**src/mem_pkg.sv**
```systemverilog
package mem_pkg;

  // One processor-bus word, data or address
  typedef logic [31:0] word_t;

  // One byte on the shared byte bus
  typedef logic [7:0] byte_t;

  // Access size, value is the byte count
  typedef enum logic [2:0] {
    SIZE_BYTE = 3'd1,
    SIZE_HALF = 3'd2,
    SIZE_WORD = 3'd4
  } access_size_e;

  // Sequencer states
  typedef enum logic [1:0] {
    ST_IDLE,
    ST_ISSUE,
    ST_WAIT
  } seq_state_e;

  // Byte-bus peers, encoding matches the region code for mapped peers
  typedef enum logic [1:0] {
    REG_BOOT,
    REG_VIDEO,
    REG_HEX,
    REG_NONE
  } region_e;

  // Address map
  localparam int REGION_LSB      = 12;
  localparam int REGION_BITS     = 4;
  localparam int BOOT_ADDR_BITS  = 12;
  localparam int VIDEO_ADDR_BITS = 10;
  localparam int HEX_ADDR_BITS   = 2;

endpackage

```
**src/region_decoder.sv**
```systemverilog
module region_decoder (
  input  logic           i_clk,
  input  logic           i_reset,
  input  mem_pkg::word_t i_byte_addr,
  input  logic           i_byte_req,
  input  mem_pkg::byte_t i_boot_rdata,
  input  mem_pkg::byte_t i_video_rdata,
  input  mem_pkg::byte_t i_hex_rdata,
  input  logic           i_boot_done,
  input  logic           i_video_done,
  input  logic           i_hex_done,
  output logic           o_boot_req,
  output logic           o_video_req,
  output logic           o_hex_req,
  output mem_pkg::byte_t o_byte_rdata,
  output logic           o_byte_done
);

  mem_pkg::region_e                region;
  logic [mem_pkg::REGION_BITS-1:0] region_code;
  logic                            high_bits;
  logic                            none_done_q;

  assign region_code = i_byte_addr[mem_pkg::REGION_LSB +: mem_pkg::REGION_BITS];
  // Anything above the region field means unmapped
  assign high_bits   = |i_byte_addr[31:mem_pkg::REGION_LSB + mem_pkg::REGION_BITS];

  always_comb begin
    region = mem_pkg::REG_NONE;
    if (!high_bits) begin
      case (int'(region_code))
        0:       region = mem_pkg::REG_BOOT;
        1:       region = mem_pkg::REG_VIDEO;
        2:       region = mem_pkg::REG_HEX;
        default: region = mem_pkg::REG_NONE;
      endcase
    end
  end

  // Only the selected peer sees the strobe
  assign o_boot_req  = i_byte_req && (region == mem_pkg::REG_BOOT);
  assign o_video_req = i_byte_req && (region == mem_pkg::REG_VIDEO);
  assign o_hex_req   = i_byte_req && (region == mem_pkg::REG_HEX);

  // Stand-in peer for unmapped space, keeps the sequencer from hanging
  always_ff @(posedge i_clk) begin
    if (i_reset) begin
      none_done_q <= 1'b0;
    end else begin
      none_done_q <= i_byte_req && (region == mem_pkg::REG_NONE);
    end
  end

  // Address holds through the done cycle so region still selects the right peer
  always_comb begin
    case (region)
      mem_pkg::REG_BOOT: begin
        o_byte_rdata = i_boot_rdata;
        o_byte_done  = i_boot_done;
      end
      mem_pkg::REG_VIDEO: begin
        o_byte_rdata = i_video_rdata;
        o_byte_done  = i_video_done;
      end
      mem_pkg::REG_HEX: begin
        o_byte_rdata = i_hex_rdata;
        o_byte_done  = i_hex_done;
      end
      default: begin
        o_byte_rdata = '0;
        o_byte_done  = none_done_q;
      end
    endcase
  end

endmodule

```
**config.mk**
```make
export PLATFORM = sky130hd
export DESIGN_NAME = region_decoder
export DESIGN_NICKNAME = d
export VERILOG_FILES = /design/src/mem_pkg.sv /design/src/region_decoder.sv
export SDC_FILE = /design/constraint.sdc
export NUM_CORES = 1
export LEC_CHECK = 0
export BUFFER_PORTS_ARGS = -buffer_cell sky130_fd_sc_hd__buf_4
export CAP_MARGIN = 20
export CORE_MARGIN = 2
export CORE_UTILIZATION = 26
export DETAILED_ROUTE_END_ITERATION = 10
export GPL_ROUTABILITY_DRIVEN = 0
export PLACE_DENSITY = 0.91
export SLEW_MARGIN = 5
export SYNTH_ARGS = -nofsm -noshare
export SYNTH_HDL_FRONTEND = slang
export SYNTH_SLANG_ARGS = --single-unit
```
**constraint.sdc**
```tcl
create_clock -name i_clk -period 2.2 [get_ports i_clk]
set_clock_uncertainty 0.15 [all_clocks]
set_input_delay 0.22 -clock i_clk [delete_from_list [all_inputs] [get_ports i_clk]]
set_output_delay 0.22 -clock i_clk [all_outputs]
set_load 0.1 [all_outputs]
```
==> results.sh <==
export IMPL_status="complete, no violations"
export IMPL_die_width_um=41.68
export IMPL_cp_required_ps=1830
export IMPL_grt_pass1_wl_um=2256
export IMPL_boundaryPins=74
export IMPL_post_dp_hpwl_um=1244
export IMPL_top_register="none_done_q"
export IMPL_synth_area_leaders="a22o_1, a22o_2, nor4_2, nor4b_4, dfxtp_1"
export IMPL_internal_power_summed_over_all_cells_mw=0.09067
export IMPL_layout_worst_path_cycle_share_pct=95.52
export IMPL_slew_violations=0
export IMPL_postSynthAreaPerCell_um2=9.464
export IMPL_timing_final_setup_violations=0
export IMPL_largest_register_ff_count=1
export IMPL_detail_route_antenna_nets=0
export IMPL_effective_utilization_at_floorplan_pct=28.02
export IMPL_clk_transition_reported_paths_ps=0
export IMPL_synth_simple_gate_area_share_pct=39.66
export IMPL_cts_resized=0
export IMPL_crit_path_start_kind="input pin"
export IMPL_area_growth_pct=135.9
export IMPL_seq_power_share_pct=15.8
export IMPL_route_detailed_vias_per_inst=5.094
export IMPL_pwr_density_cell_nw_per_um2=143.4
export IMPL_synth_distinct_cells=22
export IMPL_design_core_area_um2=1318
export IMPL_globalRoute_totalOverflow=0
export IMPL_floorplan_rows=13
export IMPL_synthDominantCellAreaShare_pct=21.36
export IMPL_commonest_cells_in_the_synthesized_netlist="a22o_1, a22o_2, and3_1, nor4_1, nor4_2"
export IMPL_cp_end_kind="output pin"
export IMPL_post_cts_buffers=0
export IMPL_drc=0
export IMPL_dr_pass1_iters=2
export IMPL_leakagePower_nw=0.4580
export IMPL_crit_path_arrival_time_ps=1730
export IMPL_grt_start_max_net_pins=15
export IMPL_max_freq_mhz=475.8
export IMPL_die_height_um=41.68
export IMPL_fillerInstances=120
export IMPL_die_area_um2=1737
export IMPL_vdd_ir_drop_worst_v=0.0001443
export IMPL_largest_registers="none_done_q (1)"
export IMPL_vias=596
export IMPL_synth_xor_area_share_pct=0
export IMPL_grt_antenna_before_repair=0
export IMPL_synthesis_instances=39
export IMPL_post_synth_instance_area_um2=369.1
export IMPL_library_cell_occupying_the_most_area_in_the_post_synthesis_netlist="a22o_1"
export IMPL_cp_slowest_cell="nor4b_4"
export IMPL_worst_setup_path_type="in2out"
export IMPL_fin_nets=166
export IMPL_diodes=0
export IMPL_timing_critical_path_cells="buf_4 > nor4_2 > nand3_2 > nor4b_4 > buf_4 > a22o_2 > buf_4"
export IMPL_worstHoldPathType="in2reg"
export IMPL_netSwitchingFraction_pct=27.38
export IMPL_fin_tns_setup_ps=0
export IMPL_yosys_warnings=0
export IMPL_grt_use_total_pct=15.28
export IMPL_critical_path_top_delay_family="simple AND/OR/NAND/NOR gates"
export IMPL_combinational_family_with_the_most_area_after_synthesis="compound AO/OA/AOI/OAI gates"
export IMPL_synth_mux_area_fraction_pct=2.712
export IMPL_cp_buffers_inverters=3
export IMPL_worst_path_largest_cell_delay_ps=310
export IMPL_path_common_cell="buf_4"
export IMPL_grt_pass1_vias=545
export IMPL_synth_async_reset_ratio_pct=0
export IMPL_cap_violations=0
export IMPL_port_buffers=61
export IMPL_cts_hold_buffers_added=0
export IMPL_ys_ff_latch=1
export IMPL_postSynth_topFlopCell="dfxtp_1"
export IMPL_arithmetic_cell_share_of_the_synthesized_area_counting_full_adders_half_adders_and_majority_gates_pct=0
export IMPL_worst_max_slew_pin_slew_ps=525.8
export IMPL_critPathMaxFanout=6
export IMPL_clock_share_of_power_pct=0
export IMPL_power_share_combinational_pct=84.2
export IMPL_routed_wire_length_per_instance_um=12.32
export IMPL_finalCriticalPeriod_ps=2102
export IMPL_first_iter_violations=2
export IMPL_grt_setup_unrepaired="no"
export IMPL_synth_edff_count=0
export IMPL_mappedNetlistNets=101
export IMPL_synth_most_common_cell="a22o_1"
export IMPL_power_net_switching_mw=0.03419
export IMPL_synth_compound_gate_area_share_pct=47.12
export IMPL_wl_um=1441
export IMPL_post_route_cells_drive_above_1_share_pct=89.22
export IMPL_power_mw=0.1249
export IMPL_slew_headroom_pct=64.75
export IMPL_ys_seq_area_share_pct=5.424
export IMPL_report_final_hold_viol_count=0
per-stage QoR:
stage               cell area [µm²]  instances  utilization [%]  hold WS, ps  worst slack [ps]
finish                        870.8        117            66.10        343.3             98.48
global route                  870.8        117            66.10        369.7             3.299
CTS                           855.8        115            64.96        348.5             66.31
detailed placement            855.8        115            64.96        343.2             64.92
global placement              855.8        115            64.96        342.9             76.94
floorplan                     382.9         39                -        234.0             167.5
power groups by stage:
stage          clock network, mW  registers [mW]  logic [mW]
2_1_floorplan                  0          0.0197      0.0347
3_3_place_gp                   0          0.0197       0.103
3_5_place_dp                   0          0.0198       0.106
4_1_cts                        0          0.0198       0.106
5_1_grt                        0          0.0198       0.113
6_report                       0          0.0197       0.105
final cells by class:
cell class / count / area, µm² / share of cell area (%)
Sequential cell: 1 / 20.02 / 2.299
Tap cell: 15 / 18.77 / 2.155
Multi-Input combinational cell: 36 / 344.1 / 39.51
Timing Repair Buffer: 65 / 488.0 / 56.03
metal layers:
| metal | vias to the layer above | GRT usage, % | wire [µm] |
|---|---|---|---|
| li1 | 297 | - | - |
| met1 | 264 | 17.97 | 499 |
| met2 | 35 | 30.94 | 800 |
| met3 | 0 | 1.304 | 141 |
| met4 | 0 | 0 | 0 |
| met5 | - | 0 | 0 |
cell families (layout without fill, tap and decap cells):
family                 Yosys count  in the layout
AOI/OAI and AO/OA               19             19
buffers and inverters            2             65
DFF                              1              1
muxes                            1              1
and+or+nand+nor                 16             16
worst paths after layout:
kind,depth (start not counted),to,startpoint
setup / recovery,7,o_byte_rdata[7],i_byte_addr[23]
hold / removal,2,none_done_q,i_byte_req
cell usage in the layout, fill, tap and decap left out, drive strengths merged:
cell type  netlist  routed
mux2i            1       1
a21o             1       1
nand2            1       1
nor2             1       1
and2             1       1
nand3b           1       1
and3b            1       1
nand3            1       1
a211oi           1       1
a211o            1       1
dfxtp            1       1
a22o            16      16
nor4b            1       1
nor3             2       2
buf              2      65
nor4             4       4
or2              1       1
and3             2       2
No activity file was read; power rests on OpenSTA's default activity.
