### src/mem_pkg.sv
package mem_pkg;

  // One processor-bus word, data or address
  typedef logic [31:0] word_t;

  // One byte on the shared byte bus
  typedef logic [7:0] byte_t;

  // Access size, value is the byte count
  typedef enum logic [2:0] {
    SIZE_BYTE = 3'd1,
    SIZE_HALF = 3'd2,
    SIZE_WORD = 3'd4
  } access_size_e;

  // Sequencer states
  typedef enum logic [1:0] {
    ST_IDLE,
    ST_ISSUE,
    ST_WAIT
  } seq_state_e;

  // Byte-bus peers, encoding matches the region code for mapped peers
  typedef enum logic [1:0] {
    REG_BOOT,
    REG_VIDEO,
    REG_HEX,
    REG_NONE
  } region_e;

  // Address map
  localparam int REGION_LSB      = 12;
  localparam int REGION_BITS     = 4;
  localparam int BOOT_ADDR_BITS  = 12;
  localparam int VIDEO_ADDR_BITS = 10;
  localparam int HEX_ADDR_BITS   = 2;

endpackage

### src/bus_sequencer.sv
module bus_sequencer (
  input  logic                  i_clk,
  input  logic                  i_reset,
  // Processor bus
  input  logic                  i_bus_dv,
  input  mem_pkg::word_t        i_bus_address,
  input  mem_pkg::word_t        i_bus_data,
  input  mem_pkg::access_size_e i_bus_size,
  input  logic                  i_bus_write,
  // Byte bus return path
  input  mem_pkg::byte_t        i_byte_rdata,
  input  logic                  i_byte_done,
  output logic                  o_busy,
  output logic                  o_bus_dv,
  output mem_pkg::word_t        o_bus_data,
  // Byte bus request path
  output logic                  o_byte_req,
  output mem_pkg::word_t        o_byte_addr,
  output mem_pkg::byte_t        o_byte_wdata,
  output logic                  o_byte_write
);

  mem_pkg::seq_state_e state_q;

  // Latched request
  mem_pkg::word_t addr_q;
  mem_pkg::word_t wdata_q;
  mem_pkg::word_t rdata_q;
  logic [2:0]     count_q;
  logic [1:0]     index_q;
  logic           write_q;
  logic           dv_q;

  logic accept;
  logic step;

  // New request only taken while idle
  assign accept = (state_q == mem_pkg::ST_IDLE) && i_bus_dv;
  // One byte finished
  assign step   = (state_q == mem_pkg::ST_WAIT) && i_byte_done;

  // Control FSM
  always_ff @(posedge i_clk) begin
    if (i_reset) begin
      state_q <= mem_pkg::ST_IDLE;
      dv_q    <= 1'b0;
    end else begin
      dv_q <= 1'b0;
      case (state_q)
        mem_pkg::ST_IDLE: begin
          if (i_bus_dv) begin
            state_q <= mem_pkg::ST_ISSUE;
          end
        end
        // Request strobe lasts a single cycle
        mem_pkg::ST_ISSUE: begin
          state_q <= mem_pkg::ST_WAIT;
        end
        mem_pkg::ST_WAIT: begin
          if (i_byte_done) begin
            // Last byte, complete the bus access
            if (count_q <= 3'd1) begin
              state_q <= mem_pkg::ST_IDLE;
              dv_q    <= 1'b1;
            end else begin
              state_q <= mem_pkg::ST_ISSUE;
            end
          end
        end
        default: begin
          state_q <= mem_pkg::ST_IDLE;
        end
      endcase
    end
  end

  // Address, data and byte counters
  always_ff @(posedge i_clk) begin
    if (accept) begin
      addr_q  <= i_bus_address;
      wdata_q <= i_bus_data;
      // Zero so narrow reads and all writes return zero-extended data
      rdata_q <= '0;
      count_q <= i_bus_size;
      index_q <= '0;
      write_q <= i_bus_write;
    end else if (step) begin
      // Little-endian walk, next byte at next address
      addr_q  <= addr_q + 32'd1;
      wdata_q <= {8'h00, wdata_q[31:8]};
      if (!write_q) begin
        rdata_q[{index_q, 3'b000} +: 8] <= i_byte_rdata;
      end
      count_q <= count_q - 3'd1;
      index_q <= index_q + 2'd1;
    end
  end

  assign o_busy       = (state_q != mem_pkg::ST_IDLE);
  assign o_bus_dv     = dv_q;
  assign o_bus_data   = rdata_q;
  assign o_byte_req   = (state_q == mem_pkg::ST_ISSUE);
  assign o_byte_addr  = addr_q;
  // Current write byte always sits in the low lane
  assign o_byte_wdata = wdata_q[7:0];
  assign o_byte_write = write_q;

endmodule

### config.mk
export PLATFORM = sky130hd
export DESIGN_NAME = bus_sequencer
export DESIGN_NICKNAME = d
export VERILOG_FILES = /design/src/mem_pkg.sv /design/src/bus_sequencer.sv
export SDC_FILE = /design/constraint.sdc
export NUM_CORES = 1
export LEC_CHECK = 0
export ABC_CLOCK_PERIOD_IN_PS = 5900
export BUFFER_PORTS_ARGS = -buffer_cell sky130_fd_sc_hd__buf_4
export CAP_MARGIN = 40
export CORE_MARGIN = 2
export CORE_UTILIZATION = 54
export CTS_BUF_LIST = sky130_fd_sc_hd__clkbuf_4
export CTS_CLUSTER_DIAMETER = 100
export CTS_CLUSTER_SIZE = 12
export DETAILED_ROUTE_END_ITERATION = 10
export PLACE_DENSITY = 0.87
export SKIP_LAST_GASP = 1
export SYNTH_ARGS = -nofsm -noshare
export SYNTH_HDL_FRONTEND = slang
export SYNTH_SLANG_ARGS = --single-unit
export TNS_END_PERCENT = 30
### constraint.sdc
create_clock -name i_clk -period 5.9 [get_ports i_clk]
set_clock_uncertainty 0.1 [all_clocks]
set_input_delay 0.295 -clock i_clk [delete_from_list [all_inputs] [get_ports i_clk]]
set_output_delay 0.295 -clock i_clk [all_outputs]
set_load 0.01 [all_outputs]
==> results.sh <==
export IMPL_drv_slew=0
export IMPL_setup_viol=0
export IMPL_max_cap_viol_count=0
export IMPL_min_delay_path_depth=3
export IMPL_max_slew_worst_pin_slew_ps=855.6
export IMPL_synth_ff_type="edfxtp_1"
export IMPL_grt_pass1_vias=4295
export IMPL_area_growth_pct=31.67
export IMPL_holdPathEnd="wdata_q[8]"
export IMPL_post_synth_instance_area_mm2=0.005017
export IMPL_post_synth_inst_count=535
export IMPL_dr_first_iter_drc_count=260
export IMPL_core_rowCount=35
export IMPL_pin_count=156
export IMPL_timing_final_hold_violations=0
export IMPL_ys_warnings_count=0
export IMPL_fp_dieW_um=100.4
export IMPL_finalWeightedCongestion=0.8762
export IMPL_vias=4590
export IMPL_seq_area_frac_synth=0.5546
export IMPL_relSlewSlack=0.4283
export IMPL_layout_drive_gt1_share=0.2625
export IMPL_clockBufferDepth=2
export IMPL_worst_setup_path_end_kind="flop"
export IMPL_timing_critical_path_arrival_ps=3020
export IMPL_startpoint_type="flop"
export IMPL_unrepaired_setup_endpoints_after_global_routing="no"
export IMPL_antenna_found_initial=0
export IMPL_timing_final_crit_period_ps=2937
export IMPL_ys_seq_elements=105
export IMPL_die_h_um=100.4
export IMPL_post_synth_net_total=623
export IMPL_cts_tree="built"
export IMPL_route_detailed_wl_per_inst_um=15.71
export IMPL_ctsRootBufferMaster="clkbuf_4"
export IMPL_critical_path_type="flop to flop"
export IMPL_cts_sink_count=105
export IMPL_achievable_frequency_ghz=0.3405
export IMPL_mostFrequentLayoutCells="buf_4 (158), nand2_1 (139), edfxtp_1 (68)"
export IMPL_avgViaCountPerCell=5.653
export IMPL_layout_worst_path_cycle_share=0.4977
export IMPL_layout_cells_most_common="buf_4"
export IMPL_dr_max_layer_used="met4"
export IMPL_synth_distinct_cells=36
export IMPL_routed_wl_mm=12.75
export IMPL_synth_enable_flop_cells=68
export IMPL_tritoncts_num_buffers=9
export IMPL_ir_drop_v=0.0001225
export IMPL_nets_finish=784
export IMPL_met2_wirelength_mm=6.225
export IMPL_power_uw=1626
export IMPL_r2r_setup_slk_ps=2960
export IMPL_outcome="finished, final reports clean"
export IMPL_wl_met1_mm=4.988
export IMPL_htree_num_levels=3
export IMPL_die_area_mm2=0.01008
export IMPL_holdCritPathClass="input port to flop"
export IMPL_drt_pre_antenna_iters=5
export IMPL_worstPathRequired_ps=5980
export IMPL_smallest_hold_slack_ps=10.60
export IMPL_wire_length_of_the_first_global_routing_pass_mm=20.27
export IMPL_antenna_diode_count=0
export IMPL_power_density_mw_per_mm2=246.2
export IMPL_cts_repair_timing_setup_buffer_count=0
export IMPL_synth_async_reset_ratio=0
export IMPL_cts_hold_buf=23
export IMPL_fp_coreArea_mm2=0.009109
export IMPL_regToRegEndpoint="o_byte_addr[9]"
export IMPL_rr_worst_depth=5
export IMPL_initial_core_util=0.5508
export IMPL_detail_route_antenna_nets=0
export IMPL_numPortBuffers=155
export IMPL_timing_critical_path_fanout_max=64
export IMPL_met3_length_mm=1.132
export IMPL_hold_start="i_bus_data[8]"
export IMPL_syn_area_cell_um2=9.378
export IMPL_r2r_start="state_q[1]"
export IMPL_global_route_usage_total=0.2529
export IMPL_total_overflow_reported_by_the_global_router=0
export IMPL_post_route_drc_count=0
export IMPL_worst_setup_hold_path_clk_slew_ps=170
export IMPL_totalNegativeSetupSlack_ps=0
export IMPL_grt_max_degree=65
export IMPL_postCtsResizedCells=0
export IMPL_hpwlAfterDp_mm=8.746
export IMPL_worstSkewPairLatency_ps=450
export IMPL_leakage_uw=0.002670
[power by group]
part	switching, uW	total [uW]	internal (uW)
clock	261	404	144
sequential	54.6	919	865
combinational	160	302	143
total	475	1630	1150
[logic make-up (layout without fill, tap and decap cells)]
family,Yosys count,count (layout),synth area share
AND/OR/NAND/NOR,278,278,0.2596
flip-flops,105,105,0.5546
AO/OA/AOI/OAI,81,81,0.09252
buffers and inverters,46,212,0.04339
XOR/XNOR,16,16,0.02793
adder cells (fa/ha/maj),8,8,0.01995
multiplexers,1,1,0.001995
[flip-flops by register name (all words and copies together), names as in the netlist]
register	flops
index_q	2
o_byte_write	1
o_bus_dv	1
count_q	3
wdata_q	32
o_bus_data	32
o_byte_addr	32
state_q	2
[through the flow]
step	setup slack, ps	instances	instance area (um^2)	util
3_3_place_gp	3125	768	6165	0.6768
3_5_place_dp	2990	770	6186	0.6791
5_1_grt	2751	812	6606	0.7253
6_report	2963	812	6606	0.7253
2_1_floorplan	2738	535	5017	-
4_1_cts	2959	809	6576	0.7220
[synth_stat cells (all sizes together), types with 3 or more instances]
cell type,instances,area share
a21oi,35,0.035
a31oi,15,0.019
and2,12,0.015
and3,3,0.0037
buf,12,0.018
clkbuf,24,0.018
dfxtp,37,0.15
edfxtp,68,0.41
ha,8,0.020
inv,10,0.0075
nand2,140,0.10
nand3,46,0.046
nand4,11,0.015
nor2,26,0.019
nor3,8,0.0080
nor3b,4,0.0060
nor4,3,0.0037
o21ai,16,0.016
o31ai,12,0.018
or4,15,0.023
xnor2,14,0.024
[cell type report]
cell class                      instances  area [um^2]
Timing Repair Buffer                  186         1468
Clock inverter                          7        92.59
Multi-Input combinational cell        384         2019
Sequential cell                       105         2783
Tap cell                              111        138.9
Inverter                               10        37.54
Clock buffer                            9        67.56
Fill cell                             660         2502
[per-layer routing]
layer	GRT usage	up-vias
li1	-	2219
met2	0.4161	216
met3	0.05989	38
met5	0	-
met1	0.3179	2117
met4	0.1138	0
[how the worst max path moves through the flow]
stage	slack, ps	depth (start not counted)	end	startpoint
after floorplan	2740	4	count_q[0]	state_q[1]
after global placement	3120	6	o_byte_addr[11]	i_bus_dv
after detailed placement	2990	5	o_byte_addr[12]	state_q[1]
after CTS	2960	5	o_byte_addr[12]	state_q[1]
after global routing	2750	5	o_byte_addr[12]	state_q[1]
final	2960	5	o_byte_addr[9]	state_q[1]
[critical path, stage by stage (launching register included)]
cell     delay [ps]
dfxtp_1         400
or3b_2          490
buf_4           320
inv_2           520
buf_4           580
o21ai_0         200
(Power assumes the default switching activity.)
