**config.mk**
```make
export PLATFORM = sky130hd
export DESIGN_NAME = hex_regs
export DESIGN_NICKNAME = d
export VERILOG_FILES = /design/src/mem_pkg.sv /design/src/hex_regs.sv
export SDC_FILE = /design/constraint.sdc
export NUM_CORES = 1
export LEC_CHECK = 0
export ABC_AREA = 1
export ABC_CLOCK_PERIOD_IN_PS = 3000
export BUFFER_PORTS_ARGS = -buffer_cell sky130_fd_sc_hd__buf_2
export CORE_ASPECT_RATIO = 0.5
export CORE_UTILIZATION = 45
export CTS_BUF_LIST = sky130_fd_sc_hd__clkbuf_2 sky130_fd_sc_hd__clkbuf_4 sky130_fd_sc_hd__clkbuf_8
export DETAILED_ROUTE_END_ITERATION = 8
export PLACE_DENSITY_LB_ADDON = 0.3
export SYNTH_ARGS = -nofsm -noshare
export SYNTH_HDL_FRONTEND = slang
export SYNTH_SLANG_ARGS = --single-unit
```
**constraint.sdc**
```tcl
create_clock -name i_clk -period 3 [get_ports i_clk]
set_input_delay 0.3 -clock i_clk [delete_from_list [all_inputs] [get_ports i_clk]]
set_output_delay 0.3 -clock i_clk [all_outputs]
set_load 0.01 [all_outputs]
```
**src/mem_pkg.sv**
```systemverilog
package mem_pkg;

  // One processor-bus word, data or address
  typedef logic [31:0] word_t;

  // One byte on the shared byte bus
  typedef logic [7:0] byte_t;

  // Access size, value is the byte count
  typedef enum logic [2:0] {
    SIZE_BYTE = 3'd1,
    SIZE_HALF = 3'd2,
    SIZE_WORD = 3'd4
  } access_size_e;

  // Sequencer states
  typedef enum logic [1:0] {
    ST_IDLE,
    ST_ISSUE,
    ST_WAIT
  } seq_state_e;

  // Byte-bus peers, encoding matches the region code for mapped peers
  typedef enum logic [1:0] {
    REG_BOOT,
    REG_VIDEO,
    REG_HEX,
    REG_NONE
  } region_e;

  // Address map
  localparam int REGION_LSB      = 12;
  localparam int REGION_BITS     = 4;
  localparam int BOOT_ADDR_BITS  = 12;
  localparam int VIDEO_ADDR_BITS = 10;
  localparam int HEX_ADDR_BITS   = 2;

endpackage

```
**src/hex_regs.sv**
```systemverilog
module hex_regs (
  input  logic                             i_clk,
  input  logic                             i_reset,
  input  logic                             i_req,
  input  logic                             i_write,
  input  logic [mem_pkg::HEX_ADDR_BITS-1:0] i_addr,
  input  mem_pkg::byte_t                   i_wdata,
  output mem_pkg::byte_t                   o_rdata,
  output logic                             o_done,
  output mem_pkg::word_t                   o_hex
);

  // One byte per display pair
  mem_pkg::byte_t regs_q [2**mem_pkg::HEX_ADDR_BITS];
  mem_pkg::byte_t rdata_q;
  logic           done_q;

  // Display blank after reset
  always_ff @(posedge i_clk) begin
    if (i_reset) begin
      for (int k = 0; k < 2**mem_pkg::HEX_ADDR_BITS; k++) begin
        regs_q[k] <= '0;
      end
      done_q <= 1'b0;
    end else begin
      done_q <= i_req;
      if (i_req && i_write) begin
        regs_q[i_addr] <= i_wdata;
      end
    end
  end

  // Readback
  always_ff @(posedge i_clk) begin
    if (i_req && !i_write) begin
      rdata_q <= regs_q[i_addr];
    end
  end

  assign o_rdata = rdata_q;
  assign o_done  = done_q;
  // Register k on bits 8k+7..8k
  assign o_hex   = {regs_q[3], regs_q[2], regs_q[1], regs_q[0]};

endmodule

```
==> key figures, run 1 <==
Routing
  • Post-DR vias/cell: 5.06
  • DR DRC count: 0
  • DRT Pass-1 Iters: 4
  • DRT iter0 DRCs: roughly 160
  • Final wirelength: 4100 µm
  • DR vias: approximately 1400
  • Routed Antenna Nets: 0
  • Routed wire per std cell: between 15 and 20 µm

Final layout
  • Fin nets: around 230
  • Layout cells sized above 1: 31.2%
  • Area grow syn2layout: 20.0%
  • Fill cell count: between 300 and 400
  • Ant. Diodes: 0

Timing
  • Final Critical Period: between 1 and 1.5 ns
  • WHS: between 0.2 and 0.3 ns
  • RSZ-0062 raised after global routing: false
  • Clk_skew: 0.00979 ns
  • Hold Vio Cnt, Final: 0
  • Final setup TNS: 0 ns
  • Max-slew violations: 0
  • Part of the cycle the worst path needs: 40.3%
  • Endpoints failing setup: 0
  • Peak Freq: between 0.8 and 0.9 GHz
  • Slew of the pin with the lowest slew margin: ~0.57 ns
  • Slew HR: about 62%

Clock network
  • Clock Latency Late Sink: around 0.30 ns
  • Reg clk slew, reported paths: approximately 0.070 ns
  • CTS buffer count: 5
  • Hold Buf Count CTS: 0
  • Post-CTS resize count: 0
  • H-tree level count: 2
  • Clock root cell: clkbuf_8
  • CTS max path bufs: 2
  • Post-CTS setup buffer count: 0
  • TritonCTS sink count: 41
  • TritonCTS clock tree: done

Logic synthesis
  • Top cells by area, synth: edfxtp_1 67%, nor2_1 8.8%, nand2_1 7.7%
  • Synth area leader: edfxtp_1
  • Post-Syn Area per Cell: 11.2 µm²
  • Post-synth EDFFs: 40
  • Synth top area share: between 60% and 70%
  • Post-synthesis sequential area ratio: 67.9%
  • Count leader, synth: nor2_1
  • Synthesized area: roughly 1800 µm²
  • Synth warn: 0
  • Mapped Cells: about 160
  • Asr flop ratio synth: 0%
  • Commonest cells post-synth: 42 x nor2_1, 40 x edfxtp_1, 37 x nand2_1
  • Cell variety after synth: 15
  • Synthesized flop and latch total: around 40
  • Predominant post-synthesis flop cell: edfxtp_1
  • Syn_nets: 175

Critical path
  • Crit path kind: input pin to register
  • Crit Path Max Fanout: 19
  • Worst path bufs/invs: 2
  • Cell Chain, Critical Path: buf_2 > inv_8 > nand3_4 > nand2_1
  • Slowest Stage Delay on Critical Path: about 0.3 ns
  • Largest delay share family, worst path: simple AND/OR/NAND/NOR gates
  • CP arrival: between 1 and 1.5 ns
  • Startpoint types: input pin
  • Crit path capture type: register
  • Worst path required time: between 2 and 3 ns
  • Slowest cell on crit path: nand2_1

Global route
  • Largest net degree at the start of global routing: 20
  • GRT Residual Overflow: 0
  • Vias in the first global route: 1170
  • GRT Resource Usage Total: roughly 20%
  • Wire length of the first global-routing pass: about 5800 µm
  • Initial antenna violation count: 0

Placed design
  • Hpwl dp: around 3100 µm
  • GPL Wtd Cong: about 0.83
  • Buffers on Ports: 54

Floorplanning
  • I/O pin count: 55
  • Initial Utilization: approximately half
  • Die Area: between 4000 and 5000 µm²
  • Die H: approximately 47 µm
  • Die X: 91.4 µm
  • Core Area: roughly 3600 µm²
  • Rows: 15

Power and ir drop
  • PD cells: ~540 nW/µm²
  • Leakage power: between 0.9 and 1 nW
  • Peak supply drop: between 0.0002 and 0.00025 V

Job
  • Max cap viols: 0

Status
  • Outcome: finished, final reports clean

Min path
  • Min-delay worst type: input pin to register
-- cell usage in the layout, fill, tap and decap left out --
master / netlist / layout
nand2_1: 37 / 37
buf_2: 0 / 54
clkinv_2: 0 / 1
nand3_4: 3 / 3
nor2_8: 1 / 1
inv_1: 11 / 11
clkbuf_8: 0 / 5
clkinv_1: 0 / 2
o21ai_1: 8 / 8
dfxtp_1: 1 / 1
inv_2: 2 / 2
o21ai_0: 9 / 9
inv_8: 1 / 1
nor2_1: 42 / 42
nand2_2: 1 / 1
edfxtp_1: 40 / 40
-- path summary, 6_finish.rpt --
path | cells past startpoint | from | slack (ns) | end
max | 4 | i_addr[0] | 1.79 | regs_q[2][1]
min | 3 | i_req | 0.25 | o_done
max reg2reg | 4 | regs_q[1][0] | 2.02 | o_rdata[0]
min reg2reg | 2 | regs_q[3][1] | 0.64 | o_rdata[1]
-- layout make-up --
| type | count | area (µm²) | area share, % |
|---|---|---|---|
| Inverter | 14 | 60.1 | 2.78 |
| Timing Repair Buffer | 54 | 270 | 12.5 |
| Sequential cell | 41 | 1220 | 56.6 |
| Tap cell | 51 | 63.8 | 2.96 |
| Clock inverter | 3 | 12.5 | 0.580 |
| Clock buffer | 5 | 68.8 | 3.19 |
| Multi-Input combinational cell | 101 | 460 | 21.3 |
-- stage by stage --
| step | power (mW) | worst slack [ns] | instances | instance area, µm² | util, % |
|---|---|---|---|---|---|
| 4_1_cts | 1.17 | 1.82 | 269 | 2160 | 59.6 |
| 3_5_place_dp | 0.843 | 1.50 | 261 | 2080 | 57.3 |
| 5_1_grt | 1.21 | 1.74 | 269 | 2160 | 59.6 |
| 2_1_floorplan | 0.781 | 1.73 | 161 | 1800 | - |
| 3_3_place_gp | 0.840 | 1.55 | 261 | 2080 | 57.3 |
| 6_report | 1.17 | 1.79 | 269 | 2160 | 59.6 |
-- registers in the layout (all words and copies together) (netlist names) --
name	cells
regs_q	32
o_done	1
o_rdata	8
-- logic make-up (layout without fill, tap and decap cells) --
family | count (synthesis) | after routing | synth area share, %
and+or+nand+nor | 84 | 84 | 20.9
DFF | 41 | 41 | 67.9
buffers and inverters | 19 | 76 | 6.47
AOI/OAI and AO/OA | 17 | 17 | 4.73
-- where the power goes --
part	switching [mW]	leakage, nW	internal (mW)
clock network	0.183	0.0430	0.157
logic	0.0954	0.522	0.0468
registers	0.0193	0.392	0.669
total	0.298	0.957	0.873
-- worst min-delay path: stages --
cell,delay (ns)
buf_2,0.09
inv_1,0.05
nor2_1,0.07
-- layer usage --
layer / part of all wire, % / global-route usage [%] / up-vias
li1: - / - / 638
met1: 41 / 26.9 / 639
met2: 46 / 31.9 / 75
met3: 11 / 6.27 / 8
met4: 1.8 / 10.8 / 0
met5: 0 / 0 / -
No activity file was read; power rests on OpenSTA's default activity.
==> run 2, diff against run 1 <==
Settings changed: ABC_AREA 1 to 0, ABC_CLOCK_PERIOD_IN_PS 3000 to 1250.
Clock period 3 ns to 1.25 ns, I/O delays scaled along.
==> run 2 against run 1 <==
  * Design area is 4.4% higher
  * Register-to-register slack worse by 1.9 ns
  * Clock skew is 0.0051 ns lower
  * Critical path depth is 3 lower
  * Critical path type is now register to register
  * Largest cell class unchanged
==> key figures, run 2 <==
Status
  • Outcome: finished, final reports clean

Logic synthesis
  • Mapped Cells: about 110
  • Commonest cells post-synth: 40 x edfxtp_1, 24 x nor2_1, 8 x inv_1, 8 x mux4_2, 8 x nand4b_1
  • Count leader, synth: edfxtp_1
  • Syn_nets: 121
  • Post-synthesis sequential area ratio: between 70% and 80%
  • Predominant post-synthesis flop cell: edfxtp_1
  • Synthesized flop and latch total: between 40 and 50
  • Synth top area share: 70.0%
  • Post-Syn Area per Cell: between 15 and 20 µm²
  • Top cells by area, synth: edfxtp_1 70%, mux4_2 10%, nor2_1 5.2%
  • Synthesized area: ~1700 µm²
  • Asr flop ratio synth: 0%
  • Synth warn: 0
  • Cell variety after synth: 17
  • Post-synth EDFFs: 40
  • Synth area leader: edfxtp_1

Timing
  • Final Critical Period: 1.15 ns
  • Endpoints failing setup: 0
  • Max-slew violations: 0
  • Peak Freq: around 0.87 GHz
  • Slew HR: a little over four fifths
  • WHS: approximately 0.16 ns
  • Slew of the pin with the lowest slew margin: approximately 0.24 ns
  • RSZ-0062 raised after global routing: false
  • Clk_skew: 0.00473 ns
  • Part of the cycle the worst path needs: 91.6%
  • Final setup TNS: 0 ns
  • Hold Vio Cnt, Final: 0

Critical path
  • Crit path capture type: register
  • Slowest cell on crit path: mux4_2
  • RR Endpoint: o_rdata[5]
  • Startpoint types: register
  • Worst path bufs/invs: 0
  • Slowest Stage Delay on Critical Path: around 0.48 ns
  • Worst path required time: between 1 and 1.5 ns
  • Reg-to-reg setup timing slack: 0.10 ns
  • RR Startpoint: regs_q[2][5]
  • Crit path kind: register to register
  • Cell Chain, Critical Path: mux4_2
  • Crit Path Max Fanout: 2
  • CP arrival: ~1.2 ns
  • FF-to-FF path depth: 1
  • Largest delay share family, worst path: multiplexers

Global route
  • GRT Resource Usage Total: approximately a fifth
  • Vias in the first global route: between 1000 and 1500
  • Initial antenna violation count: 0
  • Wire length of the first global-routing pass: around 5500 µm
  • GRT Residual Overflow: 0
  • Largest net degree at the start of global routing: 14

Routing
  • Routed Antenna Nets: 0
  • Post-DR vias/cell: between 4 and 5
  • Routed wire per std cell: approximately 16 µm
  • Final wirelength: 3690 µm
  • DRT iter0 DRCs: 56
  • DRT Pass-1 Iters: 4
  • DR vias: ~1100
  • DR DRC count: 0

Clock network
  • Clock Latency Late Sink: between 0.2 and 0.3 ns
  • TritonCTS clock tree: done
  • CTS max path bufs: 2
  • H-tree level count: 2
  • Hold Buf Count CTS: 0
  • Post-CTS setup buffer count: 0
  • CTS buffer count: 5
  • Reg clk slew, reported paths: 0.07 ns
  • Post-CTS resize count: 0
  • TritonCTS sink count: 41
  • Clock root cell: clkbuf_8

Final layout
  • Most frequent cells in the layout: 54 x buf_2, 40 x edfxtp_1, 24 x nor2_1
  • Commonest non-fill, non-tap cell in the layout: buf_2
  • Largest register by flop count: regs_q
  • Layout cells sized above 1: between 50% and 60%
  • Fill cell count: 276
  • Ant. Diodes: 0
  • Fin nets: between 150 and 200
  • Area grow syn2layout: 31.1%
  • Largest register FFs: 32

Floorplanning
  • Die X: around 89 µm
  • Rows: 15
  • Die Area: roughly 4100 µm²
  • Core Area: around 3500 µm²
  • Initial Utilization: roughly 48%
  • Die H: about 46 µm
  • I/O pin count: 55

Placed design
  • Buffers on Ports: 54
  • Hpwl dp: approximately 2800 µm
  • GPL Wtd Cong: roughly 0.74

Power and ir drop
  • Total power: approximately 2.9 mW
  • Leakage power: 0.948 nW
  • Peak supply drop: between 0.0005 and 0.0006 V
  • PD cells: between 1000 and 1500 nW/µm²

Min path
  • WHS Path Cells: 2
  • Hold EP: o_done
  • Min-delay src: i_reset
  • Min-delay worst type: input pin to register

Job
  • Max cap viols: 0
[run 2: cell families after synthesis]
group / count (synthesis) / synth area share [%]
and+or+nand+nor: 38 / 11.4
buffers and inverters: 16 / 4.74
muxes: 8 / 10.5
AOI/OAI and AO/OA: 4 / 2.19
DFF: 41 / 71.1
[run 2: how the worst max path moves through the flow]
| stage | startpoint | to | slack [ns] | cells past startpoint |
|---|---|---|---|---|
| after global routing | regs_q[2][5] | o_rdata[5] | 0.07 | 1 |
| after global placement | i_addr[0] | o_rdata[5] | 0.08 | 3 |
| after CTS | regs_q[3][7] | o_rdata[7] | 0.10 | 1 |
| final | regs_q[2][5] | o_rdata[5] | 0.10 | 1 |
| after floorplan | i_addr[1] | regs_q[0][0] | 0.03 | 4 |
| after detailed placement | i_addr[0] | o_rdata[7] | 0.05 | 3 |
[run 2: layout make-up]
class                           instances  area (µm²)  area share (%)
Tap cell                               51        63.8            2.83
Timing Repair Buffer                   71         423            18.8
Multi-Input combinational cell         50         422            18.7
Sequential cell                        41        1220            54.3
Inverter                                8        30.0            1.33
Clock buffer                            8        91.3            4.06
[run 2: power by group]
part	leakage, nW	switching [mW]	internal, mW
registers	0.394	0.0373	1.60
clock network	0.0498	0.412	0.462
logic	0.505	0.191	0.181
total	0.948	0.640	2.25
[run 2: metrics by stage]
step | cell area, µm² | worst slack, ns | utilization, % | cells
2_1_floorplan | 1720 | 0.0323 | - | 107
3_3_place_gp | 2160 | 0.0834 | 60.9 | 221
3_5_place_dp | 2160 | 0.0529 | 60.9 | 221
4_1_cts | 2250 | 0.101 | 63.5 | 229
5_1_grt | 2250 | 0.0747 | 63.5 | 229
6_report | 2250 | 0.105 | 63.5 | 229
[run 2: routing by layer]
layer  share of wire [%]  global-route usage, %  wire (µm)  up-vias
met3                 6.6                   5.62        245        2
li1                    -                      -          -      534
met5                   0                      0          0        -
met4                0.73                   6.67         27        0
met1                  45                   26.9       1650      560
met2                  48                   32.5       1770       43
==> run 3, diff against run 2 <==
Settings changed: ABC_CLOCK_PERIOD_IN_PS 1250 to 1210.
Clock period 1.25 ns to 1.21 ns, I/O delays scaled along.
==> run 3 against run 2 <==
  * Clock-buffer cell count down 3
  * Sequential share of layout area increased by 0.61 points
  * Final cell count is 0.87% lower
  * Power grew 1.2%
  * Clock skew barely moved
  * Register-to-register slack worse by 0.05 ns
  * Sequential power increased by 4%
==> key figures, run 3 (synthesis results as in run 2) <==
Global route
  • Wire length of the first global-routing pass: between 5000 and 6000 µm
  • Initial antenna violation count: 0
  • GRT Resource Usage Total: 19.8%
  • Largest net degree at the start of global routing: 14
  • Vias in the first global route: ~1100
  • GRT Residual Overflow: 0

Floorplanning
  • Die Area: around 4100 µm²
  • Die X: just under 90 µm
  • I/O pin count: between 50 and 60
  • Core Area: around 3500 µm²
  • Die H: between 40 and 50 µm
  • Initial Utilization: roughly half
  • Rows: 15

Routing
  • DRT Pass-1 Iters: 4
  • WL met2: 1670 µm
  • Routed wire per std cell: 16.2 µm
  • Post-DR vias/cell: slightly below 5
  • DR DRC count: 0
  • DRT iter0 DRCs: between 50 and 60
  • DR vias: between 1000 and 1500
  • Routed Antenna Nets: 0
  • DR WL met3: 162 µm
  • Highest routed layer: met4
  • DRT met1 WL: 1820 µm
  • Final wirelength: about 3700 µm

Timing
  • Slew of the pin with the lowest slew margin: between 0.3 and 0.4 ns
  • Slew HR: approximately 79%
  • Part of the cycle the worst path needs: ~95%
  • Final setup TNS: 0 ns
  • Worst Slack Setup Final: ~0.056 ns
  • Final Critical Period: between 1 and 1.5 ns
  • Clk_skew: approximately 0.0046 ns
  • Endpoints failing setup: 0
  • WHS: roughly 0.15 ns
  • Max-slew violations: 0
  • Peak Freq: 0.866 GHz
  • RSZ-0062 raised after global routing: false
  • Hold Vio Cnt, Final: 0

Critical path
  • Largest delay share family, worst path: multiplexers
  • Slowest cell on crit path: mux4_2
  • Worst path required time: ~1.2 ns
  • Startpoint types: register
  • Worst path bufs/invs: 0
  • CP arrival: about 1.2 ns
  • Cell Chain, Critical Path: mux4_2
  • Crit path capture type: register
  • Crit path kind: register to register
  • Slowest Stage Delay on Critical Path: slightly below 0.5 ns
  • Crit Path Max Fanout: 2

Final layout
  • Fin nets: 189
  • Layout cells sized above 1: 50.0%
  • Largest register FFs: 32
  • Most frequent cells in the layout: 54 x buf_2, 40 x edfxtp_1, 24 x nor2_1
  • Largest register by flop count: regs_q
  • Final cell count without fillers: between 200 and 250
  • Commonest non-fill, non-tap cell in the layout: buf_2
  • Area grow syn2layout: 29.7%
  • Ant. Diodes: 0

Placed design
  • Setup WS pre-CTS: -0.00114 ns
  • Hpwl dp: 2820 µm
  • Cells after DPL: between 200 and 250
  • Buffers on Ports: 54
  • GPL Wtd Cong: about 0.77

Clock network
  • Hold Buf Count CTS: 0
  • H-tree level count: 2
  • CTS buffer count: 5
  • Clock root cell: clkbuf_8
  • Post-CTS setup buffer count: 0
  • Post-CTS resize count: 0
  • Reg clk slew, reported paths: about 0.08 ns
  • CTS max path bufs: 2
  • Clock Latency Late Sink: roughly 0.28 ns
  • TritonCTS sink count: 41
  • TritonCTS clock tree: done

Min path
  • Min-delay worst type: input pin to register

Power and ir drop
  • PD cells: roughly 1300 nW/µm²
  • Leakage power: 0.930 nW
  • Peak supply drop: 0.000488 V

Status
  • Outcome: finished, final reports clean

Job
  • Max cap viols: 0
run 3: changes by cell type in the layout (fill, tap and decap cells not counted), sizes merged:
| cell | change |
|---|---|
| buf | -2 |
| clkbuf | -3 |
| clkinv | +3 |
run 3: metal layers:
metal | global-route usage (%) | vias to the layer above
li1 | - | 531
met1 | 28.2 | 548
met2 | 30.2 | 33
met3 | 5.98 | 4
met4 | 4.76 | 0
met5 | 0 | -
run 3: through the flow:
step           area [µm²]  util, %  total power [mW]
2_1_floorplan        1730        -              1.92
3_3_place_gp         2140     60.3              2.10
3_5_place_dp         2140     60.3              2.11
4_1_cts              2230     62.8              2.94
5_1_grt              2230     62.8              3.04
6_report             2230     62.8              2.92
run 3: final cells by class:
| class | instances | area (µm²) |
|---|---|---|
| fill | 282 | 1320 |
| clock inverter | 3 | 17.5 |
| tap | 51 | 63.8 |
| clock buffer | 5 | 68.8 |
| multi-input combinational | 50 | 429 |
| sequential | 41 | 1220 |
| inverter | 8 | 30.0 |
| timing repair buffer | 69 | 395 |
run 3: final timing paths:
kind | slack [ns] | depth (start not counted) | to | start
setup / recovery | 0.06 | 1 | o_rdata[1] | regs_q[3][1]
hold reg to reg | 0.67 | 1 | o_rdata[2] | regs_q[2][2]
setup reg to reg | 0.06 | 1 | o_rdata[1] | regs_q[3][1]
hold / removal | 0.15 | 2 | o_done | i_reset
run 3: report_power, final:
part	switching (mW)	internal, mW
clock network	0.448	0.398
logic	0.198	0.180
registers	0.0400	1.66
total	0.687	2.24
